**config.mk**
```make
export PLATFORM = sky130hd
export DESIGN_NAME = fdc_cmd_ctrl_flat
export DESIGN_NICKNAME = d
export VERILOG_FILES = /design/src/logic/fdc_pkg.sv /design/src/logic/fdc_ifs.sv /design/src/logic/fdc_cmd_ctrl.sv /design/src/flat_wrapper.sv
export SDC_FILE = /design/constraint.sdc
export NUM_CORES = 1
export LEC_CHECK = 0
export BUFFER_PORTS_ARGS = -buffer_cell sky130_fd_sc_hd__buf_2
export CAP_MARGIN = 30
export CORE_ASPECT_RATIO = 1.5
export CORE_MARGIN = 2
export CORE_UTILIZATION = 33
export CTS_BUF_LIST = sky130_fd_sc_hd__clkbuf_16
export CTS_CLUSTER_SIZE = 28
export DETAILED_ROUTE_END_ITERATION = 10
export GPL_ROUTABILITY_DRIVEN = 1
export PLACE_DENSITY = 0.5
export SYNTH_ARGS = -nofsm -noshare
export SYNTH_HDL_FRONTEND = slang
export SYNTH_SLANG_ARGS = --single-unit
```
**constraint.sdc**
```tcl
create_clock -name clk_sys -period 6.8 [get_ports clk_sys]
set_clock_uncertainty 0.2 [all_clocks]
set_input_delay 0 -clock clk_sys [delete_from_list [all_inputs] [get_ports clk_sys]]
set_output_delay 0 -clock clk_sys [all_outputs]
set_load 0.05 [all_outputs]
```
**src/logic/fdc_pkg.sv**
```systemverilog
// fdc_pkg
// shared widths, register map, command codes, fixed disk geometry
// and state encodings for the WD1793-style floppy controller
package fdc_pkg;

	typedef logic [7:0]  fdc_byte_t;
	typedef logic [1:0]  fdc_addr_t;
	typedef logic [19:0] img_addr_t;  // byte offset in image, 1 MiB max
	typedef logic [10:0] buf_addr_t;
	typedef logic [31:0] lba_t;
	typedef logic [1:0]  blk_idx_t;
	typedef logic [8:0]  sd_off_t;
	typedef logic [10:0] byte_cnt_t;
	typedef logic [2:0]  size_sel_t;

	localparam fdc_addr_t reg_status = 2'd0;  // command on write
	localparam fdc_addr_t reg_track  = 2'd1;
	localparam fdc_addr_t reg_sector = 2'd2;
	localparam fdc_addr_t reg_data   = 2'd3;

	localparam logic [3:0] cmd_restore   = 4'h0;
	localparam logic [3:0] cmd_seek      = 4'h1;
	localparam logic [3:0] cmd_read      = 4'h8;
	localparam logic [3:0] cmd_write     = 4'hA;
	localparam logic [3:0] cmd_force_int = 4'hD;

	localparam int default_delay_cycles = 4000;
	localparam int default_lost_cycles  = 4096;

	// sectors per track for each geometry select
	function automatic fdc_byte_t spt_of(input size_sel_t sel);
		case (sel)
			3'd0:    return 8'd26;
			3'd1:    return 8'd17;
			3'd3:    return 8'd5;
			3'd4:    return 8'd10;
			default: return 8'd9;
		endcase
	endfunction

	// sector size is 128 << size code
	function automatic logic [1:0] size_code_of(input size_sel_t sel);
		case (sel)
			3'd0:    return 2'd0;
			3'd1:    return 2'd1;
			3'd3:    return 2'd3;
			default: return 2'd2;
		endcase
	endfunction

	typedef enum logic [3:0] {
		st_idle, st_search, st_load_blk, st_load_wait, st_xfer_arm, st_xfer_wait,
		st_xfer_byte, st_store_blk, st_store_wait, st_delay, st_end_cmd
	} ctrl_state_t;

	typedef enum logic [1:0] {sd_idle, sd_request, sd_wait_ack} sd_state_t;

endpackage

```
**src/logic/fdc_ifs.sv**
```systemverilog
// internal links of the floppy controller
// command path between host port and controller, block path to the SD sequencer
`timescale 1ns/1ns

interface fdc_cmd_if;
	logic               cmd_stb;     // one cycle, command written
	fdc_pkg::fdc_byte_t cmd_byte;
	fdc_pkg::fdc_byte_t data_reg;
	fdc_pkg::fdc_byte_t sector_reg;
	logic               rd_done;     // host consumed data byte
	logic               wr_done;     // host supplied data byte
	logic               busy;
	logic               drq;
	logic [7:1]         status_flags;
	logic               track_ld;
	fdc_pkg::fdc_byte_t track_val;
	logic               sector_inc;
	logic               sector_one;
	logic               cmd_done;

	modport host (output cmd_stb, cmd_byte, data_reg, sector_reg, rd_done, wr_done,
		input busy, drq, status_flags, track_ld, track_val, sector_inc, sector_one, cmd_done);
	modport ctrl (input cmd_stb, cmd_byte, data_reg, sector_reg, rd_done, wr_done,
		output busy, drq, status_flags, track_ld, track_val, sector_inc, sector_one, cmd_done);
endinterface

interface fdc_sd_if;
	logic                start;     // pulse, run blocks 0..blk_last
	logic                write;
	fdc_pkg::lba_t       lba_base;
	fdc_pkg::blk_idx_t   blk_last;
	fdc_pkg::blk_idx_t   blk;
	logic                done;

	modport ctrl (output start, write, lba_base, blk_last, input blk, done);
	modport seq  (input start, write, lba_base, blk_last, output blk, done);
endinterface

```
**src/logic/fdc_cmd_ctrl.sv**
```systemverilog
// fdc_cmd_ctrl
// command FSM: type I head moves, sector read/write through the SD
// block sequencer, force interrupt, status byte and lost-data watchdog
`timescale 1ns/1ns

module fdc_cmd_ctrl #(
	parameter int delay_cycles = fdc_pkg::default_delay_cycles,
	parameter int lost_cycles  = fdc_pkg::default_lost_cycles
) (
	input  logic               clk_sys,
	input  logic               rst,
	input  logic               wp,
	input  logic               ready,
	input  logic               side,
	input  fdc_pkg::size_sel_t size_code,
	output fdc_pkg::buf_addr_t buf_addr,
	output fdc_pkg::fdc_byte_t buf_wdata,
	output logic               buf_we,
	input  fdc_pkg::fdc_byte_t buf_rdata,
	output logic               xfer_rd,
	fdc_cmd_if.ctrl            cmd,
	fdc_sd_if.ctrl             sd
);

	localparam int dw = $clog2(delay_cycles + 1);
	localparam int ww = $clog2(lost_cycles + 1);

	fdc_pkg::ctrl_state_t state;
	logic [dw-1:0] delay_cnt;
	logic [ww-1:0] wd_cnt;
	logic headloaded, seekerr, lostdata, wrfault, cmd_mode, wpe;
	logic step_dir, write_f, multi, we_pend;
	fdc_pkg::fdc_byte_t disk_track, next_track, spt;
	fdc_pkg::buf_addr_t byte_addr;
	fdc_pkg::byte_cnt_t byte_cnt;
	fdc_pkg::img_addr_t sec_idx, img_off;
	logic [1:0] szc;
	logic [3:0] nib;
	logic sec_done, last_byte;

	// ==================================================================
	// fixed geometry address
	// ==================================================================
	assign spt     = fdc_pkg::spt_of(size_code);
	assign szc     = fdc_pkg::size_code_of(size_code);
	assign sec_idx = fdc_pkg::img_addr_t'({disk_track, side}) * fdc_pkg::img_addr_t'(spt)
		+ fdc_pkg::img_addr_t'(cmd.sector_reg) - 20'd1;
	assign img_off = (sec_idx << 7) << szc;

	assign nib        = cmd.cmd_byte[7:4];
	assign next_track = (cmd.cmd_byte[6] ? cmd.cmd_byte[5] : step_dir) ?
		disk_track - 8'd1 : disk_track + 8'd1;
	assign last_byte  = (byte_cnt == 11'd1);
	assign sec_done   = (state == fdc_pkg::st_xfer_byte && last_byte && !write_f) ||
		(state == fdc_pkg::st_store_wait && sd.done);

	assign cmd.sector_inc = sec_done & multi;
	assign cmd.cmd_done   = (state == fdc_pkg::st_end_cmd);
	assign cmd.status_flags = cmd_mode ?
		{~ready, wp & wpe, wrfault, seekerr | ~ready, 1'b0, lostdata, cmd.drq} :
		{~ready, wp & wpe, headloaded, seekerr | ~ready, 1'b0, disk_track == 8'd0, 1'b0};

	assign buf_addr  = byte_addr;
	assign buf_wdata = cmd.data_reg;
	assign buf_we    = (state == fdc_pkg::st_xfer_byte) && we_pend;
	assign xfer_rd   = !write_f && (state == fdc_pkg::st_xfer_arm ||
		state == fdc_pkg::st_xfer_wait || state == fdc_pkg::st_xfer_byte);

	always_ff @(posedge clk_sys) begin
		if (rst) begin
			state  <= fdc_pkg::st_idle;
			{cmd.busy, cmd.drq, cmd.track_ld, cmd.sector_one, sd.start, sd.write} <= '0;
			{headloaded, seekerr, lostdata, wrfault, step_dir, write_f, multi} <= '0;
			cmd_mode   <= 1'b1;  // type II view, status reads 0
			wpe        <= 1'b1;
			we_pend    <= 1'b0;
			disk_track <= '0;
			delay_cnt  <= '0;
			wd_cnt     <= '0;
		end else begin
			cmd.track_ld   <= 1'b0;
			cmd.sector_one <= 1'b0;
			sd.start       <= 1'b0;
			if (wd_cnt != '0)
				wd_cnt <= wd_cnt - 1'b1;

			case (state)
				fdc_pkg::st_search: begin
					if (!ready || cmd.sector_reg == 8'd0 || cmd.sector_reg > spt) begin
						seekerr        <= 1'b1;
						cmd.sector_one <= multi && ready && cmd.sector_reg != 8'd0;  // wrap
						state          <= fdc_pkg::st_end_cmd;
					end else begin
						sd.lba_base <= fdc_pkg::lba_t'(img_off[19:9]);
						case (szc)
							2'd2:    sd.blk_last <= (img_off[8:0] != 9'd0) ? 2'd1 : 2'd0;
							2'd3:    sd.blk_last <= (img_off[8:0] != 9'd0) ? 2'd2 : 2'd1;
							default: sd.blk_last <= 2'd0;
						endcase
						byte_addr <= fdc_pkg::buf_addr_t'(img_off[8:0]);
						byte_cnt  <= fdc_pkg::byte_cnt_t'(11'd128 << szc);
						state     <= fdc_pkg::st_load_blk;
					end
				end
				fdc_pkg::st_load_blk: begin  // read first, also before a write
					sd.start <= 1'b1;
					sd.write <= 1'b0;
					state    <= fdc_pkg::st_load_wait;
				end
				fdc_pkg::st_load_wait:
					if (sd.done) state <= fdc_pkg::st_xfer_arm;
				fdc_pkg::st_xfer_arm: begin
					wd_cnt   <= ww'(lost_cycles);
					we_pend  <= 1'b0;
					cmd.drq  <= 1'b1;
					state    <= fdc_pkg::st_xfer_wait;
				end
				fdc_pkg::st_xfer_wait: begin
					if (wd_cnt == '0) begin
						lostdata <= 1'b1;  // byte dropped
						cmd.drq  <= 1'b0;
						state    <= fdc_pkg::st_xfer_byte;
					end else if (write_f ? cmd.wr_done : cmd.rd_done) begin
						we_pend <= write_f;
						cmd.drq <= 1'b0;
						state   <= fdc_pkg::st_xfer_byte;
					end
				end
				fdc_pkg::st_xfer_byte: begin
					byte_addr <= byte_addr + 11'd1;
					byte_cnt  <= byte_cnt - 11'd1;
					we_pend   <= 1'b0;
					if (!last_byte)
						state <= fdc_pkg::st_xfer_arm;
					else if (write_f)
						state <= fdc_pkg::st_store_blk;
					else
						state <= multi ? fdc_pkg::st_search : fdc_pkg::st_end_cmd;
				end
				fdc_pkg::st_store_blk: begin
					sd.start <= 1'b1;
					sd.write <= 1'b1;
					state    <= fdc_pkg::st_store_wait;
				end
				fdc_pkg::st_store_wait:
					if (sd.done) state <= multi ? fdc_pkg::st_search : fdc_pkg::st_end_cmd;
				fdc_pkg::st_delay:
					if (delay_cnt == '0) state <= fdc_pkg::st_end_cmd;
					else delay_cnt <= delay_cnt - 1'b1;
				fdc_pkg::st_end_cmd: begin
					cmd.busy <= 1'b0;
					cmd.drq  <= 1'b0;
					state    <= fdc_pkg::st_idle;
				end
				default: ;
			endcase

			// ==============================================================
			// command decode
			// ==============================================================
			if (cmd.cmd_stb && nib == fdc_pkg::cmd_force_int) begin
				cmd_mode <= 1'b0;
				{seekerr, lostdata, wrfault, cmd.drq} <= '0;
				if (state != fdc_pkg::st_idle) state <= fdc_pkg::st_end_cmd;
				else cmd.busy <= 1'b0;
			end else if (cmd.cmd_stb && state == fdc_pkg::st_idle) begin
				cmd_mode  <= cmd.cmd_byte[7];
				wpe       <= ~cmd.cmd_byte[7];
				cmd.busy  <= 1'b1;
				delay_cnt <= dw'(delay_cycles);
				state     <= fdc_pkg::st_delay;
				if (nib[3] == 1'b0) begin
					headloaded <= cmd.cmd_byte[3];
					if (nib == fdc_pkg::cmd_restore) begin
						disk_track    <= '0;
						cmd.track_ld  <= 1'b1;
						cmd.track_val <= '0;
					end else if (nib == fdc_pkg::cmd_seek) begin
						disk_track <= cmd.data_reg;
					end else begin
						if (cmd.cmd_byte[6]) step_dir <= cmd.cmd_byte[5];
						disk_track    <= next_track;
						cmd.track_ld  <= cmd.cmd_byte[4];
						cmd.track_val <= next_track;
					end
				end else if ((nib & 4'hE) == fdc_pkg::cmd_read ||
					(nib & 4'hE) == fdc_pkg::cmd_write) begin
					{seekerr, lostdata, wrfault} <= '0;
					write_f <= cmd.cmd_byte[5];
					wpe     <= cmd.cmd_byte[5];
					multi   <= cmd.cmd_byte[4];
					if (wp && cmd.cmd_byte[5])
						wrfault <= 1'b1;  // protected, no SD access
					else
						state <= fdc_pkg::st_search;
				end
			end
		end
	end

	a_drq_busy: assert property (@(posedge clk_sys) disable iff (rst) cmd.drq |-> cmd.busy);
	a_we_after_drq: assert property (@(posedge clk_sys) disable iff (rst)
		buf_we |-> write_f && $past(cmd.drq));

endmodule

```
**src/flat_wrapper.sv**
```systemverilog
// flat-port wrapper written by rule: the top's interface ports become plain ports
module fdc_cmd_ctrl_flat 
#(
	parameter int delay_cycles = fdc_pkg::default_delay_cycles,
	parameter int lost_cycles  = fdc_pkg::default_lost_cycles
)
  (clk_sys, rst, wp, ready, side, size_code, buf_addr, buf_wdata, buf_we, buf_rdata, xfer_rd, cmd_cmd_stb, cmd_cmd_byte, cmd_data_reg, cmd_sector_reg, cmd_rd_done, cmd_wr_done, cmd_busy, cmd_drq, cmd_status_flags, cmd_track_ld, cmd_track_val, cmd_sector_inc, cmd_sector_one, cmd_cmd_done, sd_start, sd_write, sd_lba_base, sd_blk_last, sd_blk, sd_done);
  fdc_cmd_if cmd_i ();
  fdc_sd_if sd_i ();
  input  logic clk_sys;
  input  logic rst;
  input  logic wp;
  input  logic ready;
  input  logic side;
  input  fdc_pkg::size_sel_t size_code;
  output fdc_pkg::buf_addr_t buf_addr;
  output fdc_pkg::fdc_byte_t buf_wdata;
  output logic buf_we;
  input  fdc_pkg::fdc_byte_t buf_rdata;
  output logic xfer_rd;
  input wire logic [$bits(cmd_i.cmd_stb)-1:0] cmd_cmd_stb;
  input wire logic [$bits(cmd_i.cmd_byte)-1:0] cmd_cmd_byte;
  input wire logic [$bits(cmd_i.data_reg)-1:0] cmd_data_reg;
  input wire logic [$bits(cmd_i.sector_reg)-1:0] cmd_sector_reg;
  input wire logic [$bits(cmd_i.rd_done)-1:0] cmd_rd_done;
  input wire logic [$bits(cmd_i.wr_done)-1:0] cmd_wr_done;
  output wire logic [$bits(cmd_i.busy)-1:0] cmd_busy;
  output wire logic [$bits(cmd_i.drq)-1:0] cmd_drq;
  output wire logic [$bits(cmd_i.status_flags)-1:0] cmd_status_flags;
  output wire logic [$bits(cmd_i.track_ld)-1:0] cmd_track_ld;
  output wire logic [$bits(cmd_i.track_val)-1:0] cmd_track_val;
  output wire logic [$bits(cmd_i.sector_inc)-1:0] cmd_sector_inc;
  output wire logic [$bits(cmd_i.sector_one)-1:0] cmd_sector_one;
  output wire logic [$bits(cmd_i.cmd_done)-1:0] cmd_cmd_done;
  output wire logic [$bits(sd_i.start)-1:0] sd_start;
  output wire logic [$bits(sd_i.write)-1:0] sd_write;
  output wire logic [$bits(sd_i.lba_base)-1:0] sd_lba_base;
  output wire logic [$bits(sd_i.blk_last)-1:0] sd_blk_last;
  input wire logic [$bits(sd_i.blk)-1:0] sd_blk;
  input wire logic [$bits(sd_i.done)-1:0] sd_done;
  assign cmd_i.cmd_stb = cmd_cmd_stb;
  assign cmd_i.cmd_byte = cmd_cmd_byte;
  assign cmd_i.data_reg = cmd_data_reg;
  assign cmd_i.sector_reg = cmd_sector_reg;
  assign cmd_i.rd_done = cmd_rd_done;
  assign cmd_i.wr_done = cmd_wr_done;
  assign cmd_busy = cmd_i.busy;
  assign cmd_drq = cmd_i.drq;
  assign cmd_status_flags = cmd_i.status_flags;
  assign cmd_track_ld = cmd_i.track_ld;
  assign cmd_track_val = cmd_i.track_val;
  assign cmd_sector_inc = cmd_i.sector_inc;
  assign cmd_sector_one = cmd_i.sector_one;
  assign cmd_cmd_done = cmd_i.cmd_done;
  assign sd_start = sd_i.start;
  assign sd_write = sd_i.write;
  assign sd_lba_base = sd_i.lba_base;
  assign sd_blk_last = sd_i.blk_last;
  assign sd_i.blk = sd_blk;
  assign sd_i.done = sd_done;
  fdc_cmd_ctrl #(.delay_cycles(delay_cycles), .lost_cycles(lost_cycles)) u_core (.clk_sys(clk_sys), .rst(rst), .wp(wp), .ready(ready), .side(side), .size_code(size_code), .buf_addr(buf_addr), .buf_wdata(buf_wdata), .buf_we(buf_we), .buf_rdata(buf_rdata), .xfer_rd(xfer_rd), .cmd(cmd_i), .sd(sd_i));
endmodule
```
**Word level (Yosys, flattened, before mapping)**

Index checks and enable logic that the tools add are counted.
Widths: inputs -> output; s select.

- Flip-flop bits (word level): 96
- Logic and storage cells: 193
- Output and inout bits: 78

- Reductions and logical operators: 51
- $mul: 1
- Mux-type cells: 67
- Add/subtract/negate cells: 8
- Order comparisons: 1
- Bitwise logic cells: 12
- Shifts and indexed selects: 2
- Equality and inequality tests: 25

Operator list:

| kind | count |
|---|---|
| $mux 4 | 15 |
| $mux 12 | 4 |
| $pmux 11 s2 | 2 |
| $pmux 4 s10 | 1 |
| $mux 8 | 4 |
| $mux 1 | 29 |
| $mux 13 | 2 |
| $sub 13x1->13 const B | 2 |
| $mux 11 | 2 |
| $pmux 5 s4 | 1 |
| $shl 20x2->20 | 1 |
| $eq 4x3->1 const B | 4 |
| $eq 4x4->1 const B | 4 |
| $logic_not 8->1 | 2 |
| $reduce_and 3->1 | 5 |
| $add 13x8->13 | 1 |
| $logic_not 13->1 | 1 |
| $mul 9x5->13 | 1 |
| $reduce_bool 13->1 | 1 |
| $logic_not 12->1 | 1 |
| $sub 12x1->12 const B | 1 |
| $add 11x1->11 const B | 1 |
| $eq 11x1->1 const B | 1 |
| $shl 8x2->11 const A | 1 |
| other kinds (38) | 80 |

**Longest topological paths before layout**

Gate-level depths: netlist (run 1).

- Word-level depth: 9
- Gate-level depth with buffers: 20

**Worst setup path before layout (run 1)**

No wires, ideal clock.

- Path type: input port to flip-flop
- Start point: in size_code[2]
- End point: reg u_core.sd.lba_base[9], data pin
- Required time: 6.393 ns
- Buffers on the path: 2
- Setup slack: 1.945 ns
- Arrival time: 4.448 ns
- Stages on the path: 18
- Cell sequence: nand2b_1 > clkbuf_1 > inv_2 > clkbuf_1 > and3_1 > fa_1 > fa_1 > fa_1 > inv_1 > fa_1 > inv_1 > ha_1 > a211oi_1 > nor2_1 > a211oi_1 > xnor2_1 > nor2_1 > a2111oi_0

- Cells in the longest elaborated chain, start to end: 6

Ends and longest elaborated chain:

| item | RTL line | text |
|---|---|---|
| from (decl) | flat_wrapper.sv:15 | `input fdc_pkg::size_sel_t size_code;` |
| $eq 3x3->1, or another cell as far along | fdc_pkg.sv:32 | `case (sel)` |
| $pmux 5 s4 | fdc_pkg.sv:32 |  |
| $mul 9x5->13 | fdc_cmd_ctrl.sv:46 | `assign sec_idx = fdc_pkg::img_addr_t'({disk_track, side}) * fdc_pkg::img_addr_t'(spt)` |
| $add 13x8->13 | fdc_cmd_ctrl.sv:47 | `+ fdc_pkg::img_addr_t'(cmd.sector_reg) - 20'd1;` |
| $sub 13x1->13 | fdc_cmd_ctrl.sv:47 |  |
| $shl 20x2->20 * | fdc_cmd_ctrl.sv:48 | `assign img_off = (sec_idx << 7) << szc;` |
| named net u_core.img_off[18] | fdc_cmd_ctrl.sv:36 | `fdc_pkg::img_addr_t sec_idx, img_off;` |
| to (signal assigned) | fdc_cmd_ctrl.sv:94 | `sd.lba_base <= fdc_pkg::lba_t'(img_off[19:9]);` |
| to (decl) | fdc_ifs.sv:35 | `modport ctrl (output start, write, lba_base, blk_last, input blk, done);` |

Mark *: on every way through the listed nets, which the timed path passes. The rest lies on a longest branch.
A chain may end at the register's enable or synchronous reset.

**Final worst setup path (run 1)**

- Start point: reg u_core.disk_track[0]
- End point: reg u_core.sd.lba_base[9], data pin

- Cells in the longest elaborated chain, start to end: 4

Ends and longest elaborated chain:

| item | RTL line | text |
|---|---|---|
| from (decl) | fdc_cmd_ctrl.sv:33 | `fdc_pkg::fdc_byte_t disk_track, next_track, spt;` |
| from (signal assigned) | fdc_cmd_ctrl.sv:179 | `disk_track <= cmd.data_reg;` |
| from (signal assigned) | fdc_cmd_ctrl.sv:182 | `disk_track <= next_track;` |
| $mul 9x5->13 | fdc_cmd_ctrl.sv:46 |  |
| $add 13x8->13 | fdc_cmd_ctrl.sv:47 |  |
| $sub 13x1->13 | fdc_cmd_ctrl.sv:47 |  |
| $shl 20x2->20 | fdc_cmd_ctrl.sv:48 |  |
| named net u_core.img_off[18] | fdc_cmd_ctrl.sv:36 |  |

The timed path passes the listed nets, and every way through them passes these cells.

==> out/results.ini, run 1 <==
[detailed_routing]
wire_per_inst_um=14.6
initialDrtViolationCount=331
dr.pass1.iters=5
post-route-drc-count=0
ant_nets=0
vias=6121
via_per_inst=4.96
routed_wl_um=18000

[floorplanning]
io_pins=124
fp.dieH_um=187
num_rows=67
die-area_mm2=0.0236
core-area_mm2=0.0221
start_util=0.333
chipWidth_um=126

[yosys]
yosys.cell_types.count=68
syn_inst=851
synth_area_mm2=0.00737
synth_flop_cell=dfxtp_1
synth_warnings=0
synth_seq_area_share=0.319
avgSynthCellArea_um2=8.67
async_flop_share=0
synth_edf_count=43
ys_ff_latch=96

[clock_tree]
cts_root_buf=clkbuf_16
cts_hold_buffers=32
post-cts-setup-buffers=0
cts_resized=0
htree_num_levels=3
clock-sinks=96
cts_tree=done
cts.clk_slew.worst_paths_ns=0.07
cts_buffer_depth=2
clock_latency_ns=0.35
cts-buffers-inserted=9

[flow_run]
maxCapViolCount=0

[critical_path]
required_ns=6.74
critPathKind=flip-flop to flip-flop
cp_max_fo=11
critPathLaunchType=flip-flop
cpPeakStageDelay_ns=0.62
cp_cell_sequence=nand2_1 > fa_1 > inv_1 > ha_1 > fa_1 > inv_1 > fa_1 > inv_1 > ha_1 > a211oi_1 > o21ai_1 > a211oi_1 > xnor2_1 > nor2_1 > a2111oi_0
crit_path_end_kind=flip-flop
crit_path_top_delay_cell=dfxtp_1
cp_data_arrival_time_ns=4.98

[place]
io_buffers=88
place_ws_ns=1.37
place_congestion=0.823
hpwl_um=13700

[grt]
grt-ovfl-total=0
grt_start_max_net_pins=37
grt.total_usage=0.155
antenna_found_initial=0
grt_pass1_vias=6115
grt_pass1_wl_um=29700

[power_and_ir_drop]
powerDensity_mw_per_mm2=385
p_leak_uw=0.00368
ir_worst_vdd_mv=0.148

[final_layout]
drive_gt1_frac=0.139
syn2layout_area_growth_pct=17.8
nets=1078
antennaDiodeCount=0

[timing]
rsz0062_at_grt=no
hold_viol=0
slew_violations=0
slew_headroom=0.606
tns_ns=0
setup_slack_ns=1.77
finalSetupViolCount=0
tightest_slew_ns=0.586
finalCriticalPeriod_ns=5.03
max_freq_mhz=199
period_share=0.740

[min_path]
hold_path.class=input port to flip-flop

[run_status]
status=finished clean

[cells in the mapped netlist (10+ instances only)]
| master | number | area (um^2) |
|---|---|---|
| inv_1 | 79 | 297 |
| xor2_1 | 26 | 228 |
| o21ai_1 | 14 | 70.1 |
| o21ai_0 | 16 | 80.1 |
| and2_1 | 17 | 106 |
| nor2b_1 | 11 | 68.8 |
| a21oi_1 | 39 | 195 |
| ha_1 | 47 | 588 |
| nor2_1 | 99 | 372 |
| nor3_1 | 23 | 115 |
| nand2_1 | 74 | 278 |
| nor4_1 | 11 | 68.8 |
| nand4_1 | 10 | 62.6 |
| and3_1 | 10 | 62.6 |
| nand3_1 | 25 | 125 |
| a211oi_1 | 12 | 90.1 |
| buf_4 | 30 | 225 |
| dfxtp_1 | 53 | 1060 |
| xnor2_1 | 26 | 228 |
| edfxtp_1 | 43 | 1290 |
| clkbuf_1 | 29 | 109 |
| mux2i_1 | 17 | 170 |
| fa_1 | 31 | 621 |
| nand2b_1 | 11 | 68.8 |
[per-layer routing]
layer | routed length [um] | global-route usage
met5 | 0 | 0
met4 | 402 | 0.0579
met3 | 493 | 0.0195
met2 | 9440 | 0.287
met1 | 7680 | 0.180
[sequential cells by signal (all words and copies together), names as in the netlist, 2 cells and up]
signal	cells
u_core.state	4
u_core.sd.blk_last	2
u_core.byte_cnt	11
u_core.buf_addr	11
u_core.sd.lba_base	11
u_core.disk_track	8
u_core.wd_cnt	13
u_core.delay_cnt	12
u_core.cmd.track_val	8
[where the power goes]
group | internal (uW) | total (uW) | switching, uW | leakage, uW
Clock | 328 | 573 | 245 | 0.000163
Combinational | 798 | 1950 | 1150 | 0.00269
Sequential | 716 | 823 | 107 | 0.000827
Total | 1840 | 3340 | 1500 | 0.00368
[critical path: cells and delay by family, from the launching register on]
family | cells | cell delay, ns
simple gates | 2 | 0.22
xor+xnor | 1 | 0.20
fa+ha+maj | 5 | 2.11
compound gates | 4 | 1.34
flops | 1 | 0.62
buf+inv | 3 | 0.13
[per-stage QoR]
| step | power, uW | cells | util | area (um^2) | hold WS, ns |
|---|---|---|---|---|---|
| after floorplan | 2390 | 873 | - | 7460 | -0.0640 |
| after global placement | 2760 | 1183 | 0.360 | 7970 | 0.0448 |
| after detailed placement | 2770 | 1187 | 0.363 | 8040 | 0.0486 |
| after CTS | 3380 | 1235 | 0.392 | 8680 | 0.0212 |
| after global routing | 3670 | 1235 | 0.392 | 8680 | 0.0879 |
| final | 3340 | 1235 | 0.392 | 8680 | 0.0234 |
[worst paths after layout]
| path | cells after the start | from | end | slack [ns] |
|---|---|---|---|---|
| worst min-delay path | 5 | cmd_rd_done | u_core.we_pend | 0.02 |
| worst max-delay path | 15 | u_core.disk_track[0] | u_core.sd.lba_base[9] | 1.77 |
| worst min register to register | 1 | u_core.wpe | u_core.wpe | 0.26 |
| worst max register to register | 15 | u_core.disk_track[0] | u_core.sd.lba_base[9] | 1.77 |
[kinds of logic after synthesis]
| family | synth area share |
|---|---|
| muxes | 0.0261 |
| buffers and inverters | 0.0887 |
| AOI/OAI and AO/OA | 0.123 |
| DFF | 0.319 |
| xor gates and xnor gates | 0.0618 |
| other | 0.000509 |
| adders and majority gates | 0.164 |
| and+or+nand+nor | 0.217 |
[cells in the final DEF (no fill, tap or decap), types with 5 or more instances in the layout]
master          n
nor2_1         99
buf_2          89
inv_1          79
nand2_1        74
dfxtp_1        53
ha_1           47
edfxtp_1       43
a21oi_1        39
dlygate4sd3_1  32
fa_1           31
xnor2_1        26
xor2_1         26
nand3_1        25
nor3_1         23
conb_1         23
and2_1         17
mux2i_1        17
o21ai_0        16
o21ai_1        14
nor2b_1        11
nand2b_1       11
a211oi_1       11
and3_1         10
nand4_1        10
nor4_1         10
clkbuf_16       9
or3_1           8
buf_4           8
a21o_1          5
nand3b_1        5
a31oi_1         5
[area by class of cell]
type | instances | area, um^2
clock inverter | 7 | 100
clock buffer | 9 | 225
inverter | 83 | 312
fill | 2320 | 13400
multi-input combinational | 633 | 4470
tap | 276 | 345
timing repair buffer | 131 | 881
sequential | 96 | 2350
Power figures use the tool's default switching activity.
==> inputs of run 2 (changes only) <==
- PLACE_DENSITY: 0.5 -> 0.51
- clock period: 6.8 -> 4.1 ns (I/O delays scaled with it)
==> out/results.ini, run 2 (same netlist as run 1, synthesis figures left out) <==
[detailed_routing]
via_per_inst=4.98
ant_nets=0
initialDrtViolationCount=284
post-route-drc-count=0
wire_per_inst_um=15.2
vias=6353
dr.pass1.iters=4
routed_wl_um=19400

[critical_path]
cp_data_arrival_time_ns=4.38
crit_path_end_kind=flip-flop
critPathLaunchType=flip-flop
cp_max_fo=4
required_ns=4.12
r2r_cells=14
critPathKind=flip-flop to flip-flop

[floorplanning]
start_util=0.333
num_rows=67
io_pins=124
core-area_mm2=0.0221
die-area_mm2=0.0236
chipWidth_um=126
fp.dieH_um=187

[clock_tree]
htree_num_levels=3
cts-buffers-inserted=9
cts.clk_slew.worst_paths_ns=0.07
cts_root_buf=clkbuf_16
clock-sinks=96
clock_latency_ns=0.37
cts_buffer_depth=2
cts_tree=done

[grt]
grt-ovfl-total=0
antenna_found_initial=0
grt_pass1_wl_um=31400
grt.total_usage=0.165
grt_start_max_net_pins=37
grt_pass1_vias=6398

[final_layout]
top_register=u_core.wd_cnt
stdcell_area_mm2=0.00931
largest_register_ffs=13
antennaDiodeCount=0
final_common_cell=nor2_1
mostFrequentLayoutCells=nor2_1 (99), buf_2 (88), inv_1 (71), nand2_1 (70), buf_4 (54)
syn2layout_area_growth_pct=26.2
drive_gt1_frac=0.237
top_regs=u_core.wd_cnt (13), u_core.delay_cnt (12)
nets=1119

[place]
place_congestion=0.840
io_buffers=88
hpwl_um=15000
dpl_cell_area_mm2=0.00850

[timing]
slew_headroom=0.482
rsz0062_at_grt=yes
slew_violations=0
finalCriticalPeriod_ns=4.36
period_share=1.06
tightest_slew_ns=0.758
setup_slack_ns=-0.258
tns_ns=-0.936
hold_viol=0
finalSetupViolCount=6
max_freq_mhz=229

[min_path]
hold_path.class=input port to flip-flop
hold_path_depth=5

[power_and_ir_drop]
p_leak_uw=0.00394
ir_worst_vdd_mv=0.411
powerDensity_mw_per_mm2=736

[run_status]
status=complete, but fails checks
failed_checks=setup timing

[flow_run]
maxCapViolCount=0

[run 2: worst max-delay path: stages, from the launching register on]
cell and delay (ns):
dfxtp_4 0.36, buf_4 0.13, and3_1 0.15, fa_1 0.55
fa_1 0.45, fa_1 0.49, ha_1 0.31, ha_1 0.36
o21ai_2 0.23, nor2_1 0.09, a211oi_2 0.27, buf_4 0.16
mux2i_1 0.22, nand4_1 0.14, o21ai_1 0.10
[run 2: power breakdown]
part	leakage [uW]	internal (uW)	total, uW	switching [uW]
clock	0.000155	488	920	432
sequential	0.000831	1190	1340	153
combinational	0.00296	2110	4580	2470
total	0.00394	3790	6850	3060
[run 2: path summary, 6_finish.rpt]
kind	start	endpoint	slack [ns]
max reg2reg	u_core.disk_track[5]	u_core.sd.lba_base[8]	-0.26
max	u_core.disk_track[5]	u_core.sd.lba_base[8]	-0.26
min reg2reg	u_core.wpe	u_core.wpe	0.26
min	cmd_sector_reg[0]	u_core.cmd.sector_one	0.009
[run 2: timing repair]
item | CTS | global route
buffers inserted | 3 | 2
hold endpoints to repair | 21 | 0
resized for setup | 28 | 24
pin swaps | 27 | 20
hold buffers | 26 | 0
endpoints found under the setup margin | 8 | 8
[run 2: layout make-up]
cell class | instances | area (um^2)
clock buffer | 9 | 225
inverter | 83 | 317
timing repair buffer | 172 | 1180
tap | 276 | 345
fill | 2281 | 12800
clock inverter | 7 | 90.1
sequential | 96 | 2370
multi-input combinational | 633 | 4780
[run 2: per-stage QoR]
stage | cells | hold slack [ns] | utilization | power, uW | setup WS, ns
2_1_floorplan | 873 | -0.0640 | - | 4260 | -0.224
3_3_place_gp | 1229 | 0.0698 | 0.384 | 5330 | -0.403
3_5_place_dp | 1229 | 0.0710 | 0.384 | 5370 | -0.535
4_1_cts | 1274 | 0.00872 | 0.415 | 6560 | -0.225
5_1_grt | 1276 | 0.0428 | 0.421 | 7420 | -0.439
6_report | 1276 | 0.00947 | 0.421 | 6850 | -0.258
[run 2: metal layers]
layer / routed length [um] / GRT usage
met5: 0 / 0
met4: 665 / 0.0723
met3: 547 / 0.0220
met2: 10200 / 0.309
met1: 7970 / 0.184
